**config.mk**
```make
export PLATFORM = sky130hd
export DESIGN_NAME = dcache
export DESIGN_NICKNAME = d
export VERILOG_FILES = /design/src/dcache_pkg.sv /design/src/dcache.sv /design/src/miss_controller.sv /design/src/cache_ways.sv
export SDC_FILE = /design/constraint.sdc
export NUM_CORES = 2
export LEC_CHECK = 0
export BUFFER_PORTS_ARGS = -buffer_cell sky130_fd_sc_hd__buf_2
export CAP_MARGIN = 20
export CORE_MARGIN = 3
export CORE_UTILIZATION = 45
export DETAILED_ROUTE_END_ITERATION = 7
export HOLD_SLACK_MARGIN = 0.1
export PLACE_DENSITY = 0.7
export SLEW_MARGIN = 40
export SYNTH_ARGS = -nofsm -noshare
export SYNTH_HDL_FRONTEND = slang
export SYNTH_HIERARCHICAL = 1
export SYNTH_SLANG_ARGS = --single-unit
```
**constraint.sdc**
```tcl
create_clock -name CLK -period 15.9 [get_ports CLK]
set_input_delay 3.18 -clock CLK [delete_from_list [all_inputs] [get_ports CLK]]
set_output_delay 3.18 -clock CLK [all_outputs]
set_load 0.1 [all_outputs]
```
**src/dcache_pkg.sv**
```systemverilog
/*
 data cache shared definitions
   geometry of the two-way cache (widths of tag, index, block and byte fields)
   set and way counts
   word type
   address union, read as a plain word or as its cache fields
 */

package dcache_pkg;

   // data and address width
   localparam int WORD_W = 32;

   // address field widths, msb to lsb
   localparam int DTAG_W = 26;
   localparam int DIDX_W = 3;
   localparam int DBLK_W = 1;
   localparam int DBYT_W = 2;

   // cache geometry
   localparam int N_SETS = 1 << DIDX_W;
   localparam int N_WAYS = 2;

   // one data word
   typedef logic [WORD_W-1:0] word_t;

   // same 32 bits seen two ways
   // word: raw processor or memory address
   // f: tag / set index / word in block / byte offset
   typedef union packed {
      word_t word;
      struct packed {
         logic [DTAG_W-1:0] tag;
         logic [DIDX_W-1:0] idx;
         logic [DBLK_W-1:0] blk;
         logic [DBYT_W-1:0] byt;
      } f;
   } dcache_addr_u;

endpackage
```
**src/dcache.sv**
```systemverilog
/*
 two-way set-associative write-back data cache
   processor side: load/store strobes, address, store data, load data, dhit
   memory side: word port with wait states
   storage (cache_ways) and miss FSM (miss_controller)
 */

`timescale 1ns/1ps

module dcache (
   input  logic              CLK,
   input  logic              nRST,
   input  logic              dmemREN,
   input  logic              dmemWEN,
   input  dcache_pkg::word_t dmemaddr,
   input  dcache_pkg::word_t dmemstore,
   input  dcache_pkg::word_t dload,
   input  logic              dwait,
   output dcache_pkg::word_t dmemload,
   output logic              dhit,
   output logic              dREN,
   output logic              dWEN,
   output dcache_pkg::word_t daddr,
   output dcache_pkg::word_t dstore
);

   // victim readout toward the controller
   logic                          victim_dirty;
   logic [dcache_pkg::DTAG_W-1:0] victim_tag;
   dcache_pkg::word_t             victim_word;

   // write-back word select and block fill
   logic [dcache_pkg::DBLK_W-1:0] wb_word;
   logic                          fill_en;
   dcache_pkg::word_t             fill_data0;
   dcache_pkg::word_t             fill_data1;

   // tags, data, hit detection
   // hit doubles as dhit
   cache_ways ways_i (
      .CLK          (CLK),
      .nRST         (nRST),
      .dmemREN      (dmemREN),
      .dmemWEN      (dmemWEN),
      .dmemaddr     (dmemaddr),
      .dmemstore    (dmemstore),
      .wb_word      (wb_word),
      .fill_en      (fill_en),
      .fill_data0   (fill_data0),
      .fill_data1   (fill_data1),
      .hit          (dhit),
      .dmemload     (dmemload),
      .victim_dirty (victim_dirty),
      .victim_tag   (victim_tag),
      .victim_word  (victim_word)
   );

   // write-back and refill over the memory port
   miss_controller ctrl_i (
      .CLK          (CLK),
      .nRST         (nRST),
      .dmemREN      (dmemREN),
      .dmemWEN      (dmemWEN),
      .dmemaddr     (dmemaddr),
      .hit          (dhit),
      .victim_dirty (victim_dirty),
      .victim_tag   (victim_tag),
      .victim_word  (victim_word),
      .dload        (dload),
      .dwait        (dwait),
      .dREN         (dREN),
      .dWEN         (dWEN),
      .daddr        (daddr),
      .dstore       (dstore),
      .wb_word      (wb_word),
      .fill_en      (fill_en),
      .fill_data0   (fill_data0),
      .fill_data1   (fill_data1)
   );

endmodule

```
**src/miss_controller.sv**
```systemverilog
/*
 miss handling for the data cache
   FSM: idle, write-back of both victim words, fetch of both block words, fill
   memory port drive (enables, word address, store data)
   registers for the two fetched words, presented as the fill block
 */

`timescale 1ns/1ps

module miss_controller (
   input  logic                              CLK,
   input  logic                              nRST,
   input  logic                              dmemREN,
   input  logic                              dmemWEN,
   input  dcache_pkg::word_t                 dmemaddr,
   input  logic                              hit,
   input  logic                              victim_dirty,
   input  logic [dcache_pkg::DTAG_W-1:0]     victim_tag,
   input  dcache_pkg::word_t                 victim_word,
   input  dcache_pkg::word_t                 dload,
   input  logic                              dwait,
   output logic                              dREN,
   output logic                              dWEN,
   output dcache_pkg::word_t                 daddr,
   output dcache_pkg::word_t                 dstore,
   output logic [dcache_pkg::DBLK_W-1:0]     wb_word,
   output logic                              fill_en,
   output dcache_pkg::word_t                 fill_data0,
   output dcache_pkg::word_t                 fill_data1
);

   // state codes
   localparam logic [2:0] ST_IDLE   = 3'd0;
   localparam logic [2:0] ST_WB0    = 3'd1;
   localparam logic [2:0] ST_WB1    = 3'd2;
   localparam logic [2:0] ST_FETCH0 = 3'd3;
   localparam logic [2:0] ST_FETCH1 = 3'd4;
   localparam logic [2:0] ST_FILL   = 3'd5;

   logic [2:0] state_q;
   logic [2:0] state_d;

   // request and memory addresses
   dcache_pkg::dcache_addr_u req;
   dcache_pkg::dcache_addr_u mem_a;

   // fetched block words
   dcache_pkg::word_t word0_q;
   dcache_pkg::word_t word1_q;

   logic req_miss;

   assign req.word = dmemaddr;
   assign req_miss = (dmemREN || dmemWEN) && !hit;

   // next state
   always_comb begin
      state_d = state_q;
      case (state_q)
         ST_IDLE: begin
            // clean or empty victim skips the write-back
            if (req_miss) begin
               state_d = victim_dirty ? ST_WB0 : ST_FETCH0;
            end
         end
         ST_WB0: begin
            if (!dwait) begin
               state_d = ST_WB1;
            end
         end
         ST_WB1: begin
            if (!dwait) begin
               state_d = ST_FETCH0;
            end
         end
         ST_FETCH0: begin
            if (!dwait) begin
               state_d = ST_FETCH1;
            end
         end
         ST_FETCH1: begin
            if (!dwait) begin
               state_d = ST_FILL;
            end
         end
         ST_FILL: begin
            // request hits in the following cycle
            state_d = ST_IDLE;
         end
         default: begin
            state_d = ST_IDLE;
         end
      endcase
   end

   // outputs decoded from the state
   assign dWEN    = (state_q == ST_WB0) || (state_q == ST_WB1);
   assign dREN    = (state_q == ST_FETCH0) || (state_q == ST_FETCH1);
   assign fill_en = (state_q == ST_FILL);
   assign wb_word = (state_q == ST_WB1);

   // memory word address
   // write-back goes to the victim's own block
   always_comb begin
      mem_a       = req;
      mem_a.f.byt = '0;
      if (dWEN) begin
         mem_a.f.tag = victim_tag;
         mem_a.f.blk = wb_word;
      end
      else begin
         mem_a.f.blk = (state_q == ST_FETCH1);
      end
   end

   assign daddr  = mem_a.word;
   // victim word already selected by wb_word
   assign dstore = victim_word;

   // fill block
   assign fill_data0 = word0_q;
   assign fill_data1 = word1_q;

   always_ff @(posedge CLK, negedge nRST) begin
      if (!nRST) begin
         state_q <= ST_IDLE;
      end
      else begin
         state_q <= state_d;
      end
   end

   // capture each word as its read completes
   always_ff @(posedge CLK) begin
      if (state_q == ST_FETCH0 && !dwait) begin
         word0_q <= dload;
      end
      if (state_q == ST_FETCH1 && !dwait) begin
         word1_q <= dload;
      end
   end

endmodule

```
**src/cache_ways.sv**
```systemverilog
/*
 storage for both ways of the data cache
   valid, dirty, tag and two data words per way and set
   one replacement bit per set (most recently used way)
   tag compare, hit and load data
   store merge on write hits, block fill from the miss controller
   victim selection and victim readout for write-back
 */

`timescale 1ns/1ps

module cache_ways (
   input  logic                              CLK,
   input  logic                              nRST,
   input  logic                              dmemREN,
   input  logic                              dmemWEN,
   input  dcache_pkg::word_t                 dmemaddr,
   input  dcache_pkg::word_t                 dmemstore,
   input  logic [dcache_pkg::DBLK_W-1:0]     wb_word,
   input  logic                              fill_en,
   input  dcache_pkg::word_t                 fill_data0,
   input  dcache_pkg::word_t                 fill_data1,
   output logic                              hit,
   output dcache_pkg::word_t                 dmemload,
   output logic                              victim_dirty,
   output logic [dcache_pkg::DTAG_W-1:0]     victim_tag,
   output dcache_pkg::word_t                 victim_word
);

   // decoded request address
   dcache_pkg::dcache_addr_u req;
   logic [dcache_pkg::DIDX_W-1:0] idx;
   logic [dcache_pkg::DBLK_W-1:0] blk;

   // line state, cleared on reset
   logic [dcache_pkg::N_WAYS-1:0][dcache_pkg::N_SETS-1:0] valid_q;
   logic [dcache_pkg::N_WAYS-1:0][dcache_pkg::N_SETS-1:0] dirty_q;
   // way touched last in each set
   logic [dcache_pkg::N_SETS-1:0] lru_q;

   // tags and data words
   logic [dcache_pkg::DTAG_W-1:0] tag_q [dcache_pkg::N_WAYS][dcache_pkg::N_SETS];
   dcache_pkg::word_t data_q [dcache_pkg::N_WAYS][dcache_pkg::N_SETS][1 << dcache_pkg::DBLK_W];

   // compare results
   logic [dcache_pkg::N_WAYS-1:0] way_hit;
   logic hit_way;
   logic wr_hit;

   // way picked for replacement in the addressed set
   logic victim;

   assign req.word = dmemaddr;
   assign idx      = req.f.idx;
   assign blk      = req.f.blk;

   // tag compare against every way of the set
   always_comb begin
      for (int w = 0; w < dcache_pkg::N_WAYS; w++) begin
         way_hit[w] = valid_q[w][idx] && (tag_q[w][idx] == req.f.tag);
      end
   end

   // only a live request can hit
   assign hit     = (dmemREN || dmemWEN) && (|way_hit);
   // way 1 or way 0
   assign hit_way = way_hit[1];
   assign wr_hit  = hit && dmemWEN;

   // load data from the matching way
   assign dmemload = data_q[hit_way][idx][blk];

   // empty way first, way 0 before way 1
   // otherwise the one not used last
   always_comb begin
      if (!valid_q[0][idx]) begin
         victim = 1'b0;
      end
      else if (!valid_q[1][idx]) begin
         victim = 1'b1;
      end
      else begin
         victim = ~lru_q[idx];
      end
   end

   // victim info for the write-back path
   // an invalid way is never dirty
   assign victim_dirty = valid_q[victim][idx] && dirty_q[victim][idx];
   assign victim_tag   = tag_q[victim][idx];
   // controller picks which victim word goes out
   assign victim_word  = data_q[victim][idx][wb_word];

   // valid, dirty and replacement bits
   always_ff @(posedge CLK, negedge nRST) begin
      if (!nRST) begin
         valid_q <= '0;
         dirty_q <= '0;
         lru_q   <= '0;
      end
      else if (fill_en) begin
         // fresh block from memory, clean
         valid_q[victim][idx] <= 1'b1;
         dirty_q[victim][idx] <= 1'b0;
         lru_q[idx]           <= victim;
      end
      else if (hit) begin
         lru_q[idx] <= hit_way;
         // store makes the line differ from memory
         if (wr_hit) begin
            dirty_q[hit_way][idx] <= 1'b1;
         end
      end
   end

   // tag and data arrays
   always_ff @(posedge CLK) begin
      if (fill_en) begin
         tag_q[victim][idx]     <= req.f.tag;
         data_q[victim][idx][0] <= fill_data0;
         data_q[victim][idx][1] <= fill_data1;
      end
      else if (wr_hit) begin
         // merge the store word into the block
         data_q[hit_way][idx][blk] <= dmemstore;
      end
   end

endmodule

```
==> impl_results.md <==
- R2R Path Start: ways_i/tag_q[1][199]$_DFFE_PP_
- Sequential share of power: between 40% and 50%
- Tcrit/Tclk final: about four fifths
- Area leader, netlist: edfxtp_1
- Nets: 5459
- PwrDens: approximately 130 nW/um^2
- DR WL/cell: 32.8 um
- Switching pwr: between 3 and 4 mW
- Largest net degree at the start of global routing: 134
- Fill cells: around 14k
- Most used DFF post-synth: edfxtp_1
- Clock Path Buffers: 3
- Iteration-0 DRC Markers: about 7.7k
- Max-Cap Viols: 0
- R2r setup slk: 9.03 ns
- Final ANT Viol Nets: 0
- Clock-pin slew on the worst setup and hold paths: roughly 0.06 ns
- Internal power: 7.61 mW
- Skew-Pair Late Insertion Delay: about 0.84 ns
- Sequential-to-total area share from yosys stat: between 50% and 60%
- Vias post-DR: 52.4k
- Post-CTS Setup Inserts: 0
- Cell Area, Synth: just under 80000 sq um
- Status: finished clean
- Clk pwr share: roughly a third
- Worst min-delay path category: reg -> reg
- Placer Congestion: 0.854
- Worst r2r dst: ways_i/data_q[1][213]$_DFFE_PP_
- Initial antenna violation count: 20
- Worst stage delay on the critical path: 0.71 ns
- Hold Crit Start: ways_i/valid_q[11]$_DFFE_PN0P_
- # rows: 151
- Relative slew slack: a little under two fifths
- Num CTS Buffers: 164
- # setup viols final: 0
- Pwr Total: 11.5 mW
- Post-synthesis cell type count: 65
- Startpoint Class: input port
- Total grt overflow: 0
- DR pass1 iterations: 6
- All-layer global routing usage: 28.1%
- Final Critical Period: ~13 ns
- Worst Hold Depth: 1
- Area contributors post-synth: edfxtp_1, mux4_2, mux2i_1
- Worst path most repeated cell: buf_12
- Setup crit start: dmemaddr[4]
- Critical path class: in -> out
- Fraction of layout cells with a size suffix above 1: around 24%
- Final WL: around 260000 um
- Cell-by-cell trace of the critical path: buf_6 > buf_4 > and2_4 > a221oi_1 > o211a_1 > xnor2_1 > or4b_1 > nor4_2 > buf_12 > buf_12 > mux2i_1 > o22ai_1 > or4_1 > a21boi_1 > o221a_2 > buf_2
- Most common cell after layout, fill and taps aside: edfxtp_1
- Leakage power: 28.1 nW
- Hold Buf Count CTS: 0
- Post-synthesis register bit count: roughly 1.5k
- Worst slew pin tran: around 0.95 ns
- Max IR drop VDD: ~0.12 mV
- Final worst slack: about 2.9 ns
- Die Height: approximately 420 um
- Mean number of vias per cell: 6.73
- Die W: around 420 um
- Slew Viols, Final: 0
- Global-route wire length before repair: 363000 um
- Core area: 171000 sq um
- Max Clock Freq: around 77 MHz
- HPWL Detailed: approximately 150000 um
- Root buffer cell: clkbuf_16
- Worst path slowest cell: or4_1
- Arr. time, crit path: between 9 and 10 ns
- Post-cts repair resize count: 0
- CTS Sinks: between 1.5k and 2k
- Critical Path End Type: output pin
- Post-synth EDFFs: ~1.5k
- Synth-to-layout area growth: 11.0%
- Final hold vios: 0
- CTS tree: built
- Starting Density: a little under half
- Ys Warns: 6
- Placed instance count: 7481
- Vias in the first global route: slightly above 50k
- Gate power share: about a quarter
- Max FO, Critical Path: about 100
- Fraction of registers with async set/reset: 2.78%
- Die area: approximately 180000 sq um
- Cells after Synth: ~5.4k
- Synth top area share: roughly three fifths
- Worst endpoint required time: about 13 ns
- Most frequent cells in the layout: edfxtp_1, mux2i_1, mux4_2
- Sw frac: between 30% and 40%
- Worst setup path endpoint: dmemload[12]
- Skew final: roughly 0.045 ns
- Buffers on Ports: 195
- Fin cells: approximately 8k
- Setup WS pre-CTS: about 3.2 ns
- Setup TNS: 0 ns
- Syn_area_per_cell: approximately 14 sq um
- Cells on worst reg2reg path: 12
- DRC Markers: 0
- IO Pins: 200
- H-tree depth: 4
- RSZ-0062 raised after global routing: no
## stage by stage
step           utilization [%]  hold slack, ns  area (sq um)
5_1_grt                   50.7           0.504         86400
4_1_cts                   50.6           0.489         86300
3_3_place_gp              47.3           0.474         80700
2_1_floorplan                -           0.452         77800
3_5_place_dp              47.4           0.475         80900
6_report                  50.7           0.492         86400
## worst min path at each step
stage          slack [ns]                        endpoint
6_report             0.49  ways_i/valid_q[11]$_DFFE_PN0P_
2_1_floorplan        0.45  ways_i/valid_q[10]$_DFFE_PN0P_
3_3_place_gp         0.47   ways_i/valid_q[7]$_DFFE_PN0P_
3_5_place_dp         0.47  ways_i/valid_q[11]$_DFFE_PN0P_
4_1_cts              0.49  ways_i/valid_q[11]$_DFFE_PN0P_
5_1_grt              0.50   ways_i/valid_q[8]$_DFFE_PN0P_
## synth_stat cells (all sizes together), types with 2 or more instances
cell type and instances:
a22o 6, a211oi 203, nand2 421, dfrtp 43, o22ai 142, or4 11
and2 3, nand4 5, a21oi 221, a2111oi 16, nor2 470, mux4 464
mux2 144, a22oi 33, or4bb 2, nor3 51, o221ai 18, edfxtp 1504
xor2 10, nand2b 29, a21boi 8, o21ai 113, o21a 6, inv 7
nand3 12, a221oi 25, nor2b 39, nor4 50, or3 10, nand3b 3
a32oi 4, clkbuf 264, mux2i 471, a31oi 5, xnor2 40, o2bb2ai 8
or2 20, and3 196, buf 252, o221a 27
## power by group through the flow
| stage | clock, mW | combinational (mW) | sequential, mW |
|---|---|---|---|
| global placement | 0 | 2.88 | 4.77 |
| CTS | 3.81 | 2.93 | 4.69 |
| floorplan | 0 | 2.29 | 4.73 |
| detailed placement | 0 | 2.92 | 4.78 |
| finish | 3.78 | 2.98 | 4.69 |
| global route | 3.98 | 3.09 | 4.70 |
## cells by family after synthesis
kind of cell | Yosys count | synth area share [%]
flip-flops | 1547 | 59.4
AND/OR/NAND/NOR | 1325 | 7.76
multiplexers | 1079 | 21.7
AO/OA/AOI/OAI | 843 | 7.09
buffers and inverters | 523 | 3.48
XOR/XNOR | 50 | 0.587
other | 1 | 0.00482
## worst max-delay path, delay by kind of cell
kind | cells | cell delay [ns]
buffers and inverters | 5 | 2.31
AOI/OAI and AO/OA | 5 | 1.15
xor gates and xnor gates | 1 | 0.20
muxes | 1 | 0.26
and+or+nand+nor | 4 | 2.39
## state kept, by name, indices dropped and copies added, names as in the netlist
register	flops
ctrl_i/fill_data1	32
ways_i/lru_q	8
ctrl_i/state_q	3
ways_i/dirty_q	16
ctrl_i/fill_data0	32
ways_i/data_q	1024
ways_i/valid_q	16
ways_i/tag_q	416
## cell type report
| type | count | area [sq um] | share of cell area, % |
|---|---|---|---|
| clock inverters | 106 | 1010 | 1.17 |
| clock buffers | 199 | 4300 | 4.97 |
| diodes | 4 | 10.0 | 0.0116 |
| flip-flops and latches | 1547 | 46200 | 53.5 |
| repair buffers | 339 | 2400 | 2.78 |
| multi-input cells | 3299 | 29600 | 34.2 |
| inverters | 7 | 33.8 | 0.0391 |
| well taps | 2295 | 2870 | 3.32 |
## routing by layer
layer,GRT usage (%),wire [um],vias to the layer above
met1,37.1,90200,26380
met3,6.98,33700,834
li1,-,-,21243
met4,14.8,15500,12
met5,0,84,-
met2,43.3,116000,3967
(Power assumes the default switching activity.)
